### src/common/pe_cfg.svh
// word, lane and sum widths for the PE slice; include wherever a width is needed
`ifndef PE_CFG_SVH
`define PE_CFG_SVH

// ==================================================
// operand word
// ==================================================
`define PE_DWD 16

// lane counts per precision
`define PE_N2B 8
`define PE_N4B 4

// ==================================================
// result
// ==================================================
// worst case is four 15*15 lanes, 900, and four -8*15 lanes, -480
`define PE_SUMWD 11

`endif

### src/common/pe_arith_pkg.sv
// arithmetic opcodes and result type, imported by the RTL and the testbench
`default_nettype none

`include "pe_cfg.svh"

package pe_arith_pkg;

    // precision of the dot product
    typedef enum logic [1:0] {
        XNOR = 2'd0,
        M1   = 2'd1,
        M2   = 2'd2,
        M4   = 2'd3
    } au_mode_e;

    // per-operand number type
    typedef enum logic {
        UNSIGNED = 1'b0,
        SIGNED   = 1'b1
    } num_type_e;

    // one signed sum per word pair
    typedef logic signed [`PE_SUMWD-1:0] sum_t;

endpackage

`default_nettype wire

### src/common/pe_pix_pkg.sv
// pixel word and unpacked lane types shared by the unpack stages and the combiner
`default_nettype none

`include "pe_cfg.svh"

package pe_pix_pkg;

    // raw 16-bit pixel or weight word
    typedef logic [`PE_DWD-1:0] pix_word_t;

    // 2-bit lane after sign or zero extension, range -2..3
    typedef logic signed [2:0] lane2_val_t;
    typedef lane2_val_t lane2_t [`PE_N2B];

    // 4-bit lane after extension, range -8..15
    typedef logic signed [4:0] lane4_val_t;
    typedef lane4_val_t lane4_t [`PE_N4B];

endpackage

`default_nettype wire

### src/common/pix_if.sv
// one unpacked operand handed from an unpack stage to the combiner
`timescale 1ns/1ns
`default_nettype none

interface pix_if
    import pe_pix_pkg::*;
();

    logic      valid;
    logic      ready;

    // masked word, used as is by the 1-bit modes
    pix_word_t bits;

    // extended lanes for M2 and M4
    lane2_t    l2;
    lane4_t    l4;

    modport src (
        output valid,
        output bits,
        output l2,
        output l4,
        input  ready
    );

    modport dst (
        input  valid,
        input  bits,
        input  l2,
        input  l4,
        output ready
    );

endinterface

`default_nettype wire

### src/hw/operand_unpack.sv
// masks one operand word, extends its lanes and holds it in a one-entry valid/ready stage
`timescale 1ns/1ns
`default_nettype none

`include "pe_cfg.svh"

module operand_unpack
    import pe_arith_pkg::*;
    import pe_pix_pkg::*;
(
    input  wire logic      i_clk,
    input  wire logic      i_rst_n,
    input  wire logic      i_en,

    input  wire logic      i_valid,
    output logic           o_ready,
    input  wire pix_word_t i_word,

    input  wire pix_word_t i_mask,
    input  wire num_type_e i_num,

    pix_if.src             o_pix
);

    pix_word_t masked;
    lane2_t    lane2;
    lane4_t    lane4;
    logic      is_signed;
    logic      load;

    // ==================================================
    // mask and unpack
    // ==================================================
    assign masked    = i_word & i_mask;
    assign is_signed = (i_num == SIGNED);

    // lane 0 sits in the low bits of the word
    always_comb begin
        for (int i = 0; i < `PE_N2B; i++) begin
            lane2[i] = {is_signed & masked[2*i+1], masked[2*i +: 2]};
        end
        for (int i = 0; i < `PE_N4B; i++) begin
            lane4[i] = {is_signed & masked[4*i+3], masked[4*i +: 4]};
        end
    end

    // ==================================================
    // one-entry stage
    // ==================================================
    // accept when empty or when the combiner drains us on this edge
    assign o_ready = i_en && (!o_pix.valid || o_pix.ready);
    assign load    = i_valid && o_ready;

    always_ff @(posedge i_clk) begin
        if (!i_rst_n) begin
            o_pix.valid <= 1'b0;
        end else if (i_en) begin
            if (load) begin
                o_pix.valid <= 1'b1;
            end else if (o_pix.ready) begin
                o_pix.valid <= 1'b0;
            end
        end
    end

    // payload
    always_ff @(posedge i_clk) begin
        if (load) begin
            o_pix.bits <= masked;
            o_pix.l2   <= lane2;
            o_pix.l4   <= lane4;
        end
    end

endmodule

`default_nettype wire

### src/aunit/aunit_addt.sv
// signed adder tree, sign-extends NUM inputs of IWD bits and sums them to OWD bits
`timescale 1ns/1ns
`default_nettype none

module aunit_addt #(
    parameter int NUM = 16,
    parameter int IWD = 1,
    parameter int OWD = 5
) (
    input  wire logic signed [IWD-1:0] i_in [NUM],
    output logic signed [OWD-1:0]      o_out
);

    localparam int LVLS = $clog2(NUM);
    localparam int PAD  = 1 << LVLS;

    // heap layout, leaves from PAD-1 up, root at 0
    wire logic signed [OWD-1:0] node [2*PAD-1];

    for (genvar k = 0; k < PAD; k++) begin : g_leaf
        if (k < NUM) begin : g_in
            assign node[PAD-1+k] = OWD'(i_in[k]);
        end else begin : g_pad
            assign node[PAD-1+k] = '0;
        end
    end

    for (genvar k = 0; k < PAD-1; k++) begin : g_node
        assign node[k] = node[2*k+1] + node[2*k+2];
    end

    assign o_out = node[0];

endmodule

`default_nettype wire

### src/aunit/aunit_mac.sv
// joins the two operand streams, forms the mode's dot product and registers the sum
`timescale 1ns/1ns
`default_nettype none

`include "pe_cfg.svh"

module aunit_mac
    import pe_arith_pkg::*;
    import pe_pix_pkg::*;
(
    input  wire logic      i_clk,
    input  wire logic      i_rst_n,
    input  wire logic      i_en,

    input  wire au_mode_e  i_mode,
    input  wire num_type_e i_inum,
    input  wire num_type_e i_wnum,

    pix_if.dst             i_ipix,
    pix_if.dst             i_wpix,

    output logic           o_sum_valid,
    input  wire logic      i_sum_ready,
    output sum_t           o_sum
);

    // tree widths per precision
    localparam int CNT_WD = 5;
    localparam int P2_WD  = 5;
    localparam int S2_WD  = 8;
    localparam int P4_WD  = 9;

    pix_word_t                 term_bits;
    logic signed [0:0]         term1 [`PE_DWD];
    logic signed [P2_WD-1:0]   prod2 [`PE_N2B];
    logic signed [P4_WD-1:0]   prod4 [`PE_N4B];

    logic signed [CNT_WD-1:0]  neg_cnt;
    logic signed [S2_WD-1:0]   sum2;
    sum_t                      sum4;
    sum_t                      pop_cnt;
    sum_t                      sum_sel;
    logic                      take;

    // ==================================================
    // per-bit terms and lane products
    // ==================================================
    assign term_bits = (i_mode == XNOR) ? ~(i_ipix.bits ^ i_wpix.bits)
                                        : (i_ipix.bits & i_wpix.bits);

    always_comb begin
        for (int i = 0; i < `PE_DWD; i++) begin
            term1[i] = term_bits[i];
        end
        for (int i = 0; i < `PE_N2B; i++) begin
            prod2[i] = i_ipix.l2[i] * i_wpix.l2[i];
        end
        for (int i = 0; i < `PE_N4B; i++) begin
            prod4[i] = i_ipix.l4[i] * i_wpix.l4[i];
        end
    end

    // a set 1-bit term reads as -1, so this tree gives minus the count
    aunit_addt #(.NUM(`PE_DWD), .IWD(1), .OWD(CNT_WD)) u_at1 (
        .i_in  (term1),
        .o_out (neg_cnt)
    );

    aunit_addt #(.NUM(`PE_N2B), .IWD(P2_WD), .OWD(S2_WD)) u_at2 (
        .i_in  (prod2),
        .o_out (sum2)
    );

    aunit_addt #(.NUM(`PE_N4B), .IWD(P4_WD), .OWD(`PE_SUMWD)) u_at4 (
        .i_in  (prod4),
        .o_out (sum4)
    );

    // ==================================================
    // mode select
    // ==================================================
    assign pop_cnt = -sum_t'(neg_cnt);

    always_comb begin
        case (i_mode)
            XNOR:    sum_sel = sum_t'(2 * pop_cnt - 16);
            // product sign is negative when the types differ
            M1:      sum_sel = (i_inum == i_wnum) ? pop_cnt : -pop_cnt;
            M2:      sum_sel = sum_t'(sum2);
            default: sum_sel = sum4;
        endcase
    end

    // ==================================================
    // output stage
    // ==================================================
    // both operands leave together, only when the output slot frees up
    assign take         = i_en && i_ipix.valid && i_wpix.valid
                          && (!o_sum_valid || i_sum_ready);
    assign i_ipix.ready = take;
    assign i_wpix.ready = take;

    always_ff @(posedge i_clk) begin
        if (!i_rst_n) begin
            o_sum_valid <= 1'b0;
            o_sum       <= '0;
        end else if (i_en) begin
            if (take) begin
                o_sum_valid <= 1'b1;
                o_sum       <= sum_sel;
            end else if (i_sum_ready) begin
                o_sum_valid <= 1'b0;
            end
        end
    end

endmodule

`default_nettype wire

### src/hw/pe_top.sv
// PE slice top, two operand unpack stages feeding the dot-product combiner
`timescale 1ns/1ns
`default_nettype none

module pe_top
    import pe_arith_pkg::*;
    import pe_pix_pkg::*;
(
    input  wire logic      i_clk,
    input  wire logic      i_rst_n,
    input  wire logic      i_en,

    // configuration, stable while words are in flight
    input  wire au_mode_e  i_mode,
    input  wire num_type_e i_inum,
    input  wire num_type_e i_wnum,
    input  wire pix_word_t i_mask,

    input  wire logic      i_ipix_valid,
    output logic           o_ipix_ready,
    input  wire pix_word_t i_ipix,

    input  wire logic      i_wpix_valid,
    output logic           o_wpix_ready,
    input  wire pix_word_t i_wpix,

    output logic           o_sum_valid,
    input  wire logic      i_sum_ready,
    output sum_t           o_sum
);

    pix_if ipix_bus ();
    pix_if wpix_bus ();

    // ==================================================
    // operand paths
    // ==================================================
    operand_unpack u_ipix (
        .i_clk   (i_clk),
        .i_rst_n (i_rst_n),
        .i_en    (i_en),
        .i_valid (i_ipix_valid),
        .o_ready (o_ipix_ready),
        .i_word  (i_ipix),
        .i_mask  (i_mask),
        .i_num   (i_inum),
        .o_pix   (ipix_bus.src)
    );

    operand_unpack u_wpix (
        .i_clk   (i_clk),
        .i_rst_n (i_rst_n),
        .i_en    (i_en),
        .i_valid (i_wpix_valid),
        .o_ready (o_wpix_ready),
        .i_word  (i_wpix),
        .i_mask  (i_mask),
        .i_num   (i_wnum),
        .o_pix   (wpix_bus.src)
    );

    // combiner
    aunit_mac u_mac (
        .i_clk       (i_clk),
        .i_rst_n     (i_rst_n),
        .i_en        (i_en),
        .i_mode      (i_mode),
        .i_inum      (i_inum),
        .i_wnum      (i_wnum),
        .i_ipix      (ipix_bus.dst),
        .i_wpix      (wpix_bus.dst),
        .o_sum_valid (o_sum_valid),
        .i_sum_ready (i_sum_ready),
        .o_sum       (o_sum)
    );

endmodule

`default_nettype wire

### config.mk
export PLATFORM = sky130hd
export DESIGN_NAME = pe_top
export DESIGN_NICKNAME = d
export VERILOG_FILES = /design/src/common/pe_arith_pkg.sv /design/src/common/pe_pix_pkg.sv /design/src/common/pix_if.sv /design/src/hw/operand_unpack.sv /design/src/aunit/aunit_addt.sv /design/src/aunit/aunit_mac.sv /design/src/hw/pe_top.sv
export VERILOG_INCLUDE_DIRS = /design/src /design/src/common
export SDC_FILE = /design/constraint.sdc
export NUM_CORES = 1
export LEC_CHECK = 0
export ABC_AREA = 1
export BUFFER_PORTS_ARGS = -buffer_cell sky130_fd_sc_hd__buf_2
export CORE_MARGIN = 8
export CORE_UTILIZATION = 25
export DETAILED_ROUTE_END_ITERATION = 6
export PLACE_DENSITY_LB_ADDON = 0.1
export SYNTH_ARGS = -nofsm -noshare
export SYNTH_HDL_FRONTEND = slang
export SYNTH_HIERARCHICAL = 1
export SYNTH_SLANG_ARGS = --single-unit
export TNS_END_PERCENT = 100
### constraint.sdc
create_clock -name i_clk -period 15.5 [get_ports i_clk]
set_clock_uncertainty 0.05 [all_clocks]
set_input_delay 1.55 -clock i_clk [delete_from_list [all_inputs] [get_ports i_clk]]
set_output_delay 1.55 -clock i_clk [all_outputs]
set_load 0.03 [all_outputs]
==> run_results.csv, run 1 <==
group,metric,value,unit
route,drt_iter0_drc,315,
place,port-buffer-count,71,
critical_path,r2r_cells,28,
route,wl,30700,um
synth,synth.distinct_cells,36,
floorplan,io_pins,72,
critical_path,cp_common_cell,"nand2_1",
sta,layout_setup_ws,7960,ps
sta,setup_violations,0,
route,route.antenna.remaining_nets,0,
clock_network,ctsResizeCount,0,
floorplan,die_area,56500,um2
place,dp.cells,2321,
clock_network,cts_root_buf,"clkbuf_16",
sta,worst_pin_slew,905,ps
layout,drive_gt1_frac,0.0825,
clock_network,ctsHoldBuffers,0,
route,detail_route.vias_per_cell,3.97,
grt,first_global_vias,9501,
grt,antenna_found_initial,1,
critical_path,start_kind,"input port",
route,top_layer,"met4",
critical_path,crit_type,"in -> reg",
grt,grt_max_degree,35,
sta,rsz0062_at_grt,"no",
route,wl_met1,15700,um
sta,slew_viol_final,0,
synth,syn-num-nets,2001,
min_path,holdPathStages,2,
synth,ys_ff_latch,62,
critical_path,timing.rr.end,"u_mac/o_sum[9]$_SDFFE_PN0P_",
critical_path,max_stage_delay,600,ps
route,dr.pass1.iters,5,
clock_network,clock_sinks,62,
critical_path,rr_startpoint,"u_wpix/o_pix.bits[6]$_DFFE_PP_",
route,post_drt_wl_per_cell,13.1,um
critical_path,critPathSlowestCell,"fa_1",
floorplan,core-area,48700,um2
floorplan,rows,81,
min_path,worstHoldEndpoint,"u_mac/o_sum[6]$_SDFFE_PN0P_",
clock_network,cts_buffers,9,
layout,antenna_cells,0,
critical_path,crit_family,"adder cells",
synth,avgSynthCellArea,7.38,um2
sta,fmax,133,MHz
synth,syn_area,12300,um2
critical_path,cp_max_fo,34,
sta,fin_tns_setup,0,ps
floorplan,initial_core_util,0.252,
sta,fin_hold_ws,413,ps
critical_path,cp_data_required_time,15700,ps
critical_path,arrival,7730,ps
min_path,min_from,"u_mac/o_sum[6]$_SDFFE_PN0P_",
min_path,hp-class,"reg -> reg",
layout,syn_to_final_growth,7.76,%
synth,synth_top_cell_area_share,0.204,
clock_network,clock_latency,370,ps
floorplan,die_x,238,um
synth,synth_top_cell_by_area,"fa_1",
grt,globalRouteTotalUtil,0.113,
grt,grt_pass1_wl,50200,um
sta,post-route-period-util,0.486,
clock_network,post_cts_buffers,0,
route,dr_wl_met2,14000,um
grt,overflow,0,
synth,yosys-top-cells-area,"fa_1 20%, ha_1 16%, inv_1 13%",
synth,synth_cells,1663,
critical_path,rrSetupSlack,9090,ps
layout,finalNetCount,2006,
clock_network,h-tree-depth,3,
run,maxCapViolCount,0,
sta,fin_crit,7540,ps
floorplan,die_h,238,um
clock_network,cts_tree,"built",
layout,layout.cells.most_common,"inv_1",
place,dp_slack,7560,ps
layout,fin_cells,2337,
sta,slew_headroom,0.396,
critical_path,timing.critical_path.buf_inv,9,
place,dp_hpwl,25600,um
critical_path,critical_path_depth,35,
route,vias,9274,
sta,hold_viol_final,0,
clock_network,clock_path_buffers,2,
run_status,outcome,"finished, final reports clean",
layout,mostFrequentLayoutCells,"441 x inv_1, 411 x nand2_1, 155 x ha_1, 125 x fa_1, 77 x nor2_1",
route,met3_length,734,um
place,place_congestion,0.803,
synth,synth-seq-area-share,0.140,
synth,yosys_warnings,6,
clock_network,clkTransAtPathRegs,70,ps
route,drc,0,
critical_path,worstSetupEndpointType,"flip-flop",
kinds of logic (layout without fill, tap and decap cells):
family	after synthesis	in the layout	share of synthesized area
AO/OA/AOI/OAI	117	117	0.0523
XOR/XNOR	85	85	0.0613
AND/OR/NAND/NOR	595	595	0.202
adder cells (fa/ha/maj)	280	280	0.362
buffers and inverters	524	534	0.183
flip-flops	62	62	0.140
worst reg2reg max path, delay by kind of cell (launching register included):
kind            cells  cell delay, ps
fa+ha+maj           7            3030
simple gates       13            1420
flops               1             670
compound gates      3             590
xor+xnor            3             440
buf+inv             2              90
per-layer routing:
metal  vias to the layer above  track usage
met2                        90        0.185
met5                         -            0
met1                      4257        0.154
li1                       4909            -
met3                        18       0.0177
met4                         0       0.0315
final cells by class:
class,count,area (um2)
fillers,5418,35500
multi-input cells,1077,8310
flip-flops and latches,62,1720
inverters,445,1670
well taps,664,831
repair buffers,73,370
clock buffers,9,225
clock inverters,7,97.6
sequential cells by signal, summed over array words and instances (netlist names):
register and cells:
u_ipix/o_pix.bits 15, u_wpix/o_pix.bits 15, u_mac/o_sum 11, u_ipix/o_pix.l2 9, u_wpix/o_pix.l2 9, u_ipix/o_pix.valid 1, u_mac/o_sum_valid 1, u_wpix/o_pix.valid 1
through the flow:
stage          instance area, um2   util
6_report                    13200  0.271
5_1_grt                     13200  0.271
4_1_cts                     13200  0.271
3_5_place_dp                12900  0.265
3_3_place_gp                12900  0.265
2_1_floorplan               12300      -
synth_stat cells (all sizes together):
cell      n
fa      125
ha      155
a211oi    1
nand3b    8
dfxtp    14
clkbuf    5
nand3    55
inv     443
a221oi    2
buf      74
or2      25
a21oi    53
a21o      2
edfxtp   48
xnor2    37
and2      2
clkinv    2
o211ai    4
nor2     82
a31oi     1
xor2     48
o21bai    3
nand4     6
o21ai    51
nand2   417
how the worst max path moves through the flow:
stage	endpoint	from	slack [ps]
global route	u_mac/o_sum[9]$_SDFFE_PN0P_	i_mode[0]	7340
CTS	u_mac/o_sum[9]$_SDFFE_PN0P_	i_mode[0]	7980
floorplan	u_mac/o_sum[5]$_SDFFE_PN0P_	i_mode[0]	8400
global placement	u_mac/o_sum[9]$_SDFFE_PN0P_	i_mode[0]	7620
detailed placement	u_mac/o_sum[9]$_SDFFE_PN0P_	i_mode[0]	7560
finish	u_mac/o_sum[9]$_SDFFE_PN0P_	i_mode[0]	7960
Power of run 1 is left out: the tool's default activity adds up to more than one toggle a clock period on the data nets, which glitch-free logic cannot reach.
==> run 2, diff against run 1 <==
==> constraint.sdc (replaced) <==
create_clock -name i_clk -period 7.35 [get_ports i_clk]
set_clock_uncertainty 0.05 [all_clocks]
set_input_delay 0.735 -clock i_clk [delete_from_list [all_inputs] [get_ports i_clk]]
set_output_delay 0.735 -clock i_clk [all_outputs]
set_load 0.03 [all_outputs]
==> run 2 against run 1 <==
Against the previous run: die area unchanged; count of clock-buffer cells in the layout unchanged; setup slack got worse by 7000 ps; non-clock buffer count increased by 10; sequential share of layout area decreased by 0.056 points; sequential cell count unchanged; critical path depth increased by 1; worst hold slack improved by 1.5 ps; utilization increased by 0.12 points; via count decreased by 0.27%; register-to-register slack got worse by 8100 ps.
==> run_results.csv, run 2 (synthesis results as in run 1) <==
group,metric,value,unit
run_status,outcome,"finished, final reports clean",
floorplan,io_pins,72,
grt,antenna_found_initial,2,
layout,largest_registers,"u_ipix/o_pix.bits (15), u_wpix/o_pix.bits (15), u_mac/o_sum (11)",
floorplan,initial_core_util,0.252,
critical_path,rr_startpoint,"u_wpix/o_pix.bits[14]$_DFFE_PP_",
layout,fin_cells,2347,
sta,rsz0062_at_grt,"no",
clock_network,ctsResizeCount,0,
route,vias,9249,
clock_network,clock_sinks,62,
layout,syn_to_final_growth,8.22,%
grt,first_global_vias,9644,
critical_path,cp_common_cell,"nand2_1",
critical_path,worstSetupEndpointType,"flip-flop",
critical_path,critPathSlowestCell,"fa_1",
clock_network,clock_path_buffers,2,
clock_network,ctsHoldBuffers,0,
floorplan,core-area,48700,um2
sta,post-route-period-util,0.868,
sta,hold_viol_final,0,
run,maxCapViolCount,0,
grt,grt_pass1_wl,50500,um
clock_network,cts_buffers,9,
route,drt_iter0_drc,371,
critical_path,start_kind,"input port",
critical_path,arrival,6580,ps
layout,antenna_cells,0,
floorplan,die_x,238,um
clock_network,clock_latency,380,ps
route,drc,0,
clock_network,post_cts_buffers,0,
route,dr.pass1.iters,5,
min_path,min_from,"u_mac/o_sum[3]$_SDFFE_PN0P_",
critical_path,cp_max_fo,25,
sta,slew_viol_final,0,
layout,finalNetCount,2016,
grt,overflow,0,
min_path,hp-class,"reg -> reg",
sta,setup_violations,0,
place,place_congestion,0.798,
floorplan,die_area,56500,um2
sta,fin_tns_setup,0,ps
critical_path,crit_type,"in -> reg",
grt,globalRouteTotalUtil,0.114,
sta,fin_crit,6380,ps
grt,grt_max_degree,26,
floorplan,rows,81,
route,post_drt_wl_per_cell,13.1,um
critical_path,crit_start,"i_mode[0]",
route,route.antenna.remaining_nets,0,
clock_network,cts_tree,"built",
critical_path,cp_data_required_time,7550,ps
clock_network,cts_root_buf,"clkbuf_16",
route,wl,30700,um
floorplan,die_h,238,um
layout,layout.cells.most_common,"inv_1",
layout,mostFrequentLayoutCells,"441 x inv_1, 411 x nand2_1, 155 x ha_1, 125 x fa_1, 77 x nor2_1",
layout,drive_gt1_frac,0.0873,
critical_path,max_stage_delay,550,ps
clock_network,h-tree-depth,3,
sta,fmax,157,MHz
sta,worst_pin_slew,731,ps
sta,fin_hold_ws,414,ps
place,port-buffer-count,71,
clock_network,clkTransAtPathRegs,70,ps
sta,slew_headroom,0.512,
route,detail_route.vias_per_cell,3.94,
critical_path,crit_family,"adder cells",
place,dp_hpwl,25700,um
critical_path,timing.critical_path.buf_inv,10,
place,dp.cells,2331,
run 2: cell types whose count changed in the layout (fill, tap and decap cells not counted):
| cell | delta |
|---|---|
| clkinv_2 | -1 |
| bufinv_16 | -1 |
| buf_4 | +10 |
| inv_8 | +1 |
| clkinv_1 | +1 |
| inv_6 | +2 |
| clkinvlp_4 | -2 |
run 2: layout make-up:
class	instances	area, um2
clock buffers	9	225
flip-flops and latches	62	1720
fillers	5383	35500
well taps	664	831
multi-input cells	1077	8310
clock inverters	7	80.1
repair buffers	83	445
inverters	445	1670
run 2: final timing paths:
check	to	slack, ps	depth (start not counted)
setup / recovery	u_mac/o_sum[9]$_SDFFE_PN0P_	970	36
hold / removal	u_mac/o_sum[3]$_SDFFE_PN0P_	410	2
setup reg to reg	u_mac/o_sum[9]$_SDFFE_PN0P_	1010	29
hold reg to reg	u_mac/o_sum[3]$_SDFFE_PN0P_	410	2
run 2: metrics by stage:
| stage | area (um2) | utilization | setup slack [ps] |
|---|---|---|---|
| final | 13300 | 0.273 | 970 |
| after global routing | 13300 | 0.273 | 403 |
| after CTS | 13300 | 0.273 | 986 |
| after detailed placement | 13000 | 0.266 | 548 |
| after global placement | 13000 | 0.266 | 632 |
| after floorplan | 12300 | - | 1070 |
run 2: routing by layer:
layer  GRT usage  share of wire  vias to the layer above
li1            -              -                     4925
met1       0.155           0.51                     4214
met2       0.187           0.45                       94
met3      0.0167          0.023                       16
met4      0.0315          0.013                        0
met5           0              0                        -
run 2: tightest hold or removal path, cell delays in order, from the launching register on:
cell,delay [ps]
dfxtp_1,310
nand2_1,60
a21oi_1,50
Power of run 2 is left out for the same reason.
==> run 3, diff against run 2 <==
--- a/config.mk
+++ b/config.mk
@@ -14,6 +14,5 @@
 export PLACE_DENSITY_LB_ADDON = 0.1
 export SYNTH_ARGS = -nofsm -noshare
 export SYNTH_HDL_FRONTEND = slang
-export SYNTH_HIERARCHICAL = 1
 export SYNTH_SLANG_ARGS = --single-unit
 export TNS_END_PERCENT = 100
==> run 3 against run 2 <==
Against the previous run: wire length decreased by 7.7%; critical endpoint is now u_mac.o_sum[9]$_SDFFE_PN0P_; sequential share of layout area increased by 1.9 points; maximum frequency increased by 3.2%; setup slack improved by 200 ps; die area decreased by 15%; register-to-register slack improved by 160 ps; non-clock buffer count decreased by 9; worst hold slack improved by 8.5 ps; critical path depth decreased by 10; critical path type is now reg -> reg; synthesized area decreased by 16%; count of clock-buffer cells in the layout unchanged; cell count decreased by 20%.
==> run_results.csv, run 3 <==
group,metric,value,unit
run_status,outcome,"finished, final reports clean",
clock_network,cts_root_buf,"clkbuf_16",
clock_network,clock_latency,360,ps
sta,fin_tns_setup,0,ps
synth,synth_most_common_cell,"inv_1",
synth,yosys-top-cells-area,"fa_1 25%, ha_1 18%, edfxtp_1 14%",
place,dpl-instance-area,11300,um2
place,place_congestion,0.796,
layout,final-seq-area,1720,um2
route,drc,0,
critical_path,timing.rr.end,"u_mac.o_sum[9]$_SDFFE_PN0P_",
critical_path,arrival,6390,ps
route,detail_route.vias_per_cell,4.16,
critical_path,cp_data_required_time,7560,ps
floorplan,die_x,219,um
synth,synth.distinct_cells,37,
sta,fin_hold_ws,423,ps
layout,largest_registers,"u_ipix.o_pix.l4 (20), u_wpix.o_pix.l4 (20), u_mac.o_sum (11)",
route,post_drt_wl_per_cell,15.1,um
min_path,holdPathStages,2,
sta,hold_viol_final,0,
route,vias,7826,
grt,first_global_vias,8612,
run,maxCapViolCount,0,
route,drt_iter0_drc,268,
synth,avgSynthCellArea,8.14,um2
sta,setup_violations,0,
critical_path,rrSetupSlack,1170,ps
critical_path,cp_max_fo,6,
sta,worst_pin_slew,766,ps
place,port-buffer-count,71,
sta,rsz0062_at_grt,"no",
synth,async_flop_share,0,
layout,fill_cells,4496,
critical_path,r2r_cells,26,
layout,drive_gt1_frac,0.0912,
floorplan,rows,74,
synth,ys_top_cells_by_count,"330 x inv_1, 258 x nand2_1, 144 x ha_1, 126 x fa_1, 55 x nand3_1",
synth,synth-seq-area-share,0.167,
sta,post-route-period-util,0.841,
grt,antenna_found_initial,0,
clock_network,cts_tree,"built",
place,dp_hpwl,24500,um
clock_network,clock_path_buffers,2,
route,dr.pass1.iters,5,
grt,grt_pass1_wl,45600,um
synth,ys.flop_type,"edfxtp_1",
layout,antenna_cells,0,
layout,syn_to_final_growth,12.8,%
floorplan,initial_core_util,0.253,
grt,grt_max_degree,39,
layout,stdcell_area,11600,um2
synth,yosys_warnings,0,
synth,syn_area,10300,um2
layout,mostFrequentLayoutCells,"330 x inv_1, 258 x nand2_1, 144 x ha_1, 126 x fa_1, 71 x buf_2",
synth,synth-edff-count,48,
layout,layout.cells.most_common,"inv_1",
clock_network,clock_sinks,62,
critical_path,worstSetupEndpointType,"flip-flop",
synth,synth_top_cell_by_area,"fa_1",
grt,overflow,0,
clock_network,clkTransAtPathRegs,60,ps
synth,synth_cells,1265,
sta,slew_headroom,0.486,
min_path,min_from,"u_mac.o_sum[2]$_SDFFE_PN0P_",
critical_path,max_stage_delay,660,ps
sta,fmax,162,MHz
critical_path,crit_type,"reg -> reg",
route,wl,28400,um
clock_network,post_cts_buffers,0,
clock_network,ctsHoldBuffers,0,
synth,ys_ff_latch,62,
clock_network,cts_buffers,9,
grt,globalRouteTotalUtil,0.125,
sta,slew_viol_final,0,
layout,finalNetCount,1671,
layout,multi_input_area,7270,um2
sta,fin_crit,6180,ps
floorplan,io_pins,72,
synth,synth_top_cell_area_share,0.245,
critical_path,critPathSlowestCell,"fa_1",
route,route.antenna.remaining_nets,0,
min_path,hp-class,"reg -> reg",
floorplan,core-area,40700,um2
clock_network,ctsResizeCount,0,
floorplan,die_h,219,um
min_path,worstHoldEndpoint,"u_mac.o_sum[2]$_SDFFE_PN0P_",
critical_path,rr_startpoint,"u_ipix.o_pix.l4[0]$_DFFE_PP_",
clock_network,h-tree-depth,3,
critical_path,start_kind,"flip-flop",
synth,syn-num-nets,1593,
floorplan,die_area,47900,um2
[run 3: cell type report]
class	instances	area share
clock buffer	9	0.0194
clock inverter	7	0.00560
inverter	342	0.111
multi-input combinational	854	0.626
sequential	62	0.148
tap	532	0.0573
timing repair buffer	74	0.0325
[run 3: layer usage]
layer  global-route usage  wire length, um  up-vias  part of all wire
met5                    0                0        -                 0
met4               0.0405              637        0             0.022
met3               0.0208              615       25             0.022
met2                0.218            14000       84              0.49
met1                0.155            13100     3673              0.46
li1                     -                -     4044                 -
[run 3: metrics by stage]
| step | std cells | util | setup WS, ps |
|---|---|---|---|
| floorplan | 1265 | - | 1190 |
| global placement | 1864 | 0.278 | 826 |
| detailed placement | 1864 | 0.278 | 782 |
| CTS | 1880 | 0.285 | 1050 |
| global route | 1880 | 0.285 | 676 |
| finish | 1880 | 0.285 | 1170 |
[run 3: worst max path at each step]
stage                                       startpoint                          end  slack (ps)
after global routing      u_ipix.o_pix.l4[0]$_DFFE_PP_  u_mac.o_sum[9]$_SDFFE_PN0P_         680
final                     u_ipix.o_pix.l4[0]$_DFFE_PP_  u_mac.o_sum[9]$_SDFFE_PN0P_        1170
after global placement                       i_mode[1]  u_mac.o_sum[9]$_SDFFE_PN0P_         830
after floorplan                              i_mode[1]  u_mac.o_sum[9]$_SDFFE_PN0P_        1190
after detailed placement                     i_mode[1]  u_mac.o_sum[9]$_SDFFE_PN0P_         780
after CTS                 u_ipix.o_pix.l4[0]$_DFFE_PP_  u_mac.o_sum[9]$_SDFFE_PN0P_        1050
[run 3: logic make-up after synthesis]
logic type               synth area share
flip-flops                          0.167
AO/OA/AOI/OAI                      0.0602
adder cells (fa/ha/maj)             0.420
buffers and inverters               0.128
XOR/XNOR                           0.0603
AND/OR/NAND/NOR                     0.165
[run 3: worst max-delay path, delay by kind of cell, from the launching register on]
kind / cells / cell delay [ps]
AO/OA/AOI/OAI: 4 / 570
XOR/XNOR: 1 / 140
adder cells (fa/ha/maj): 7 / 3400
buffers and inverters: 5 / 360
flip-flops: 1 / 520
AND/OR/NAND/NOR: 9 / 1040
Power of run 3 is left out for the same reason.
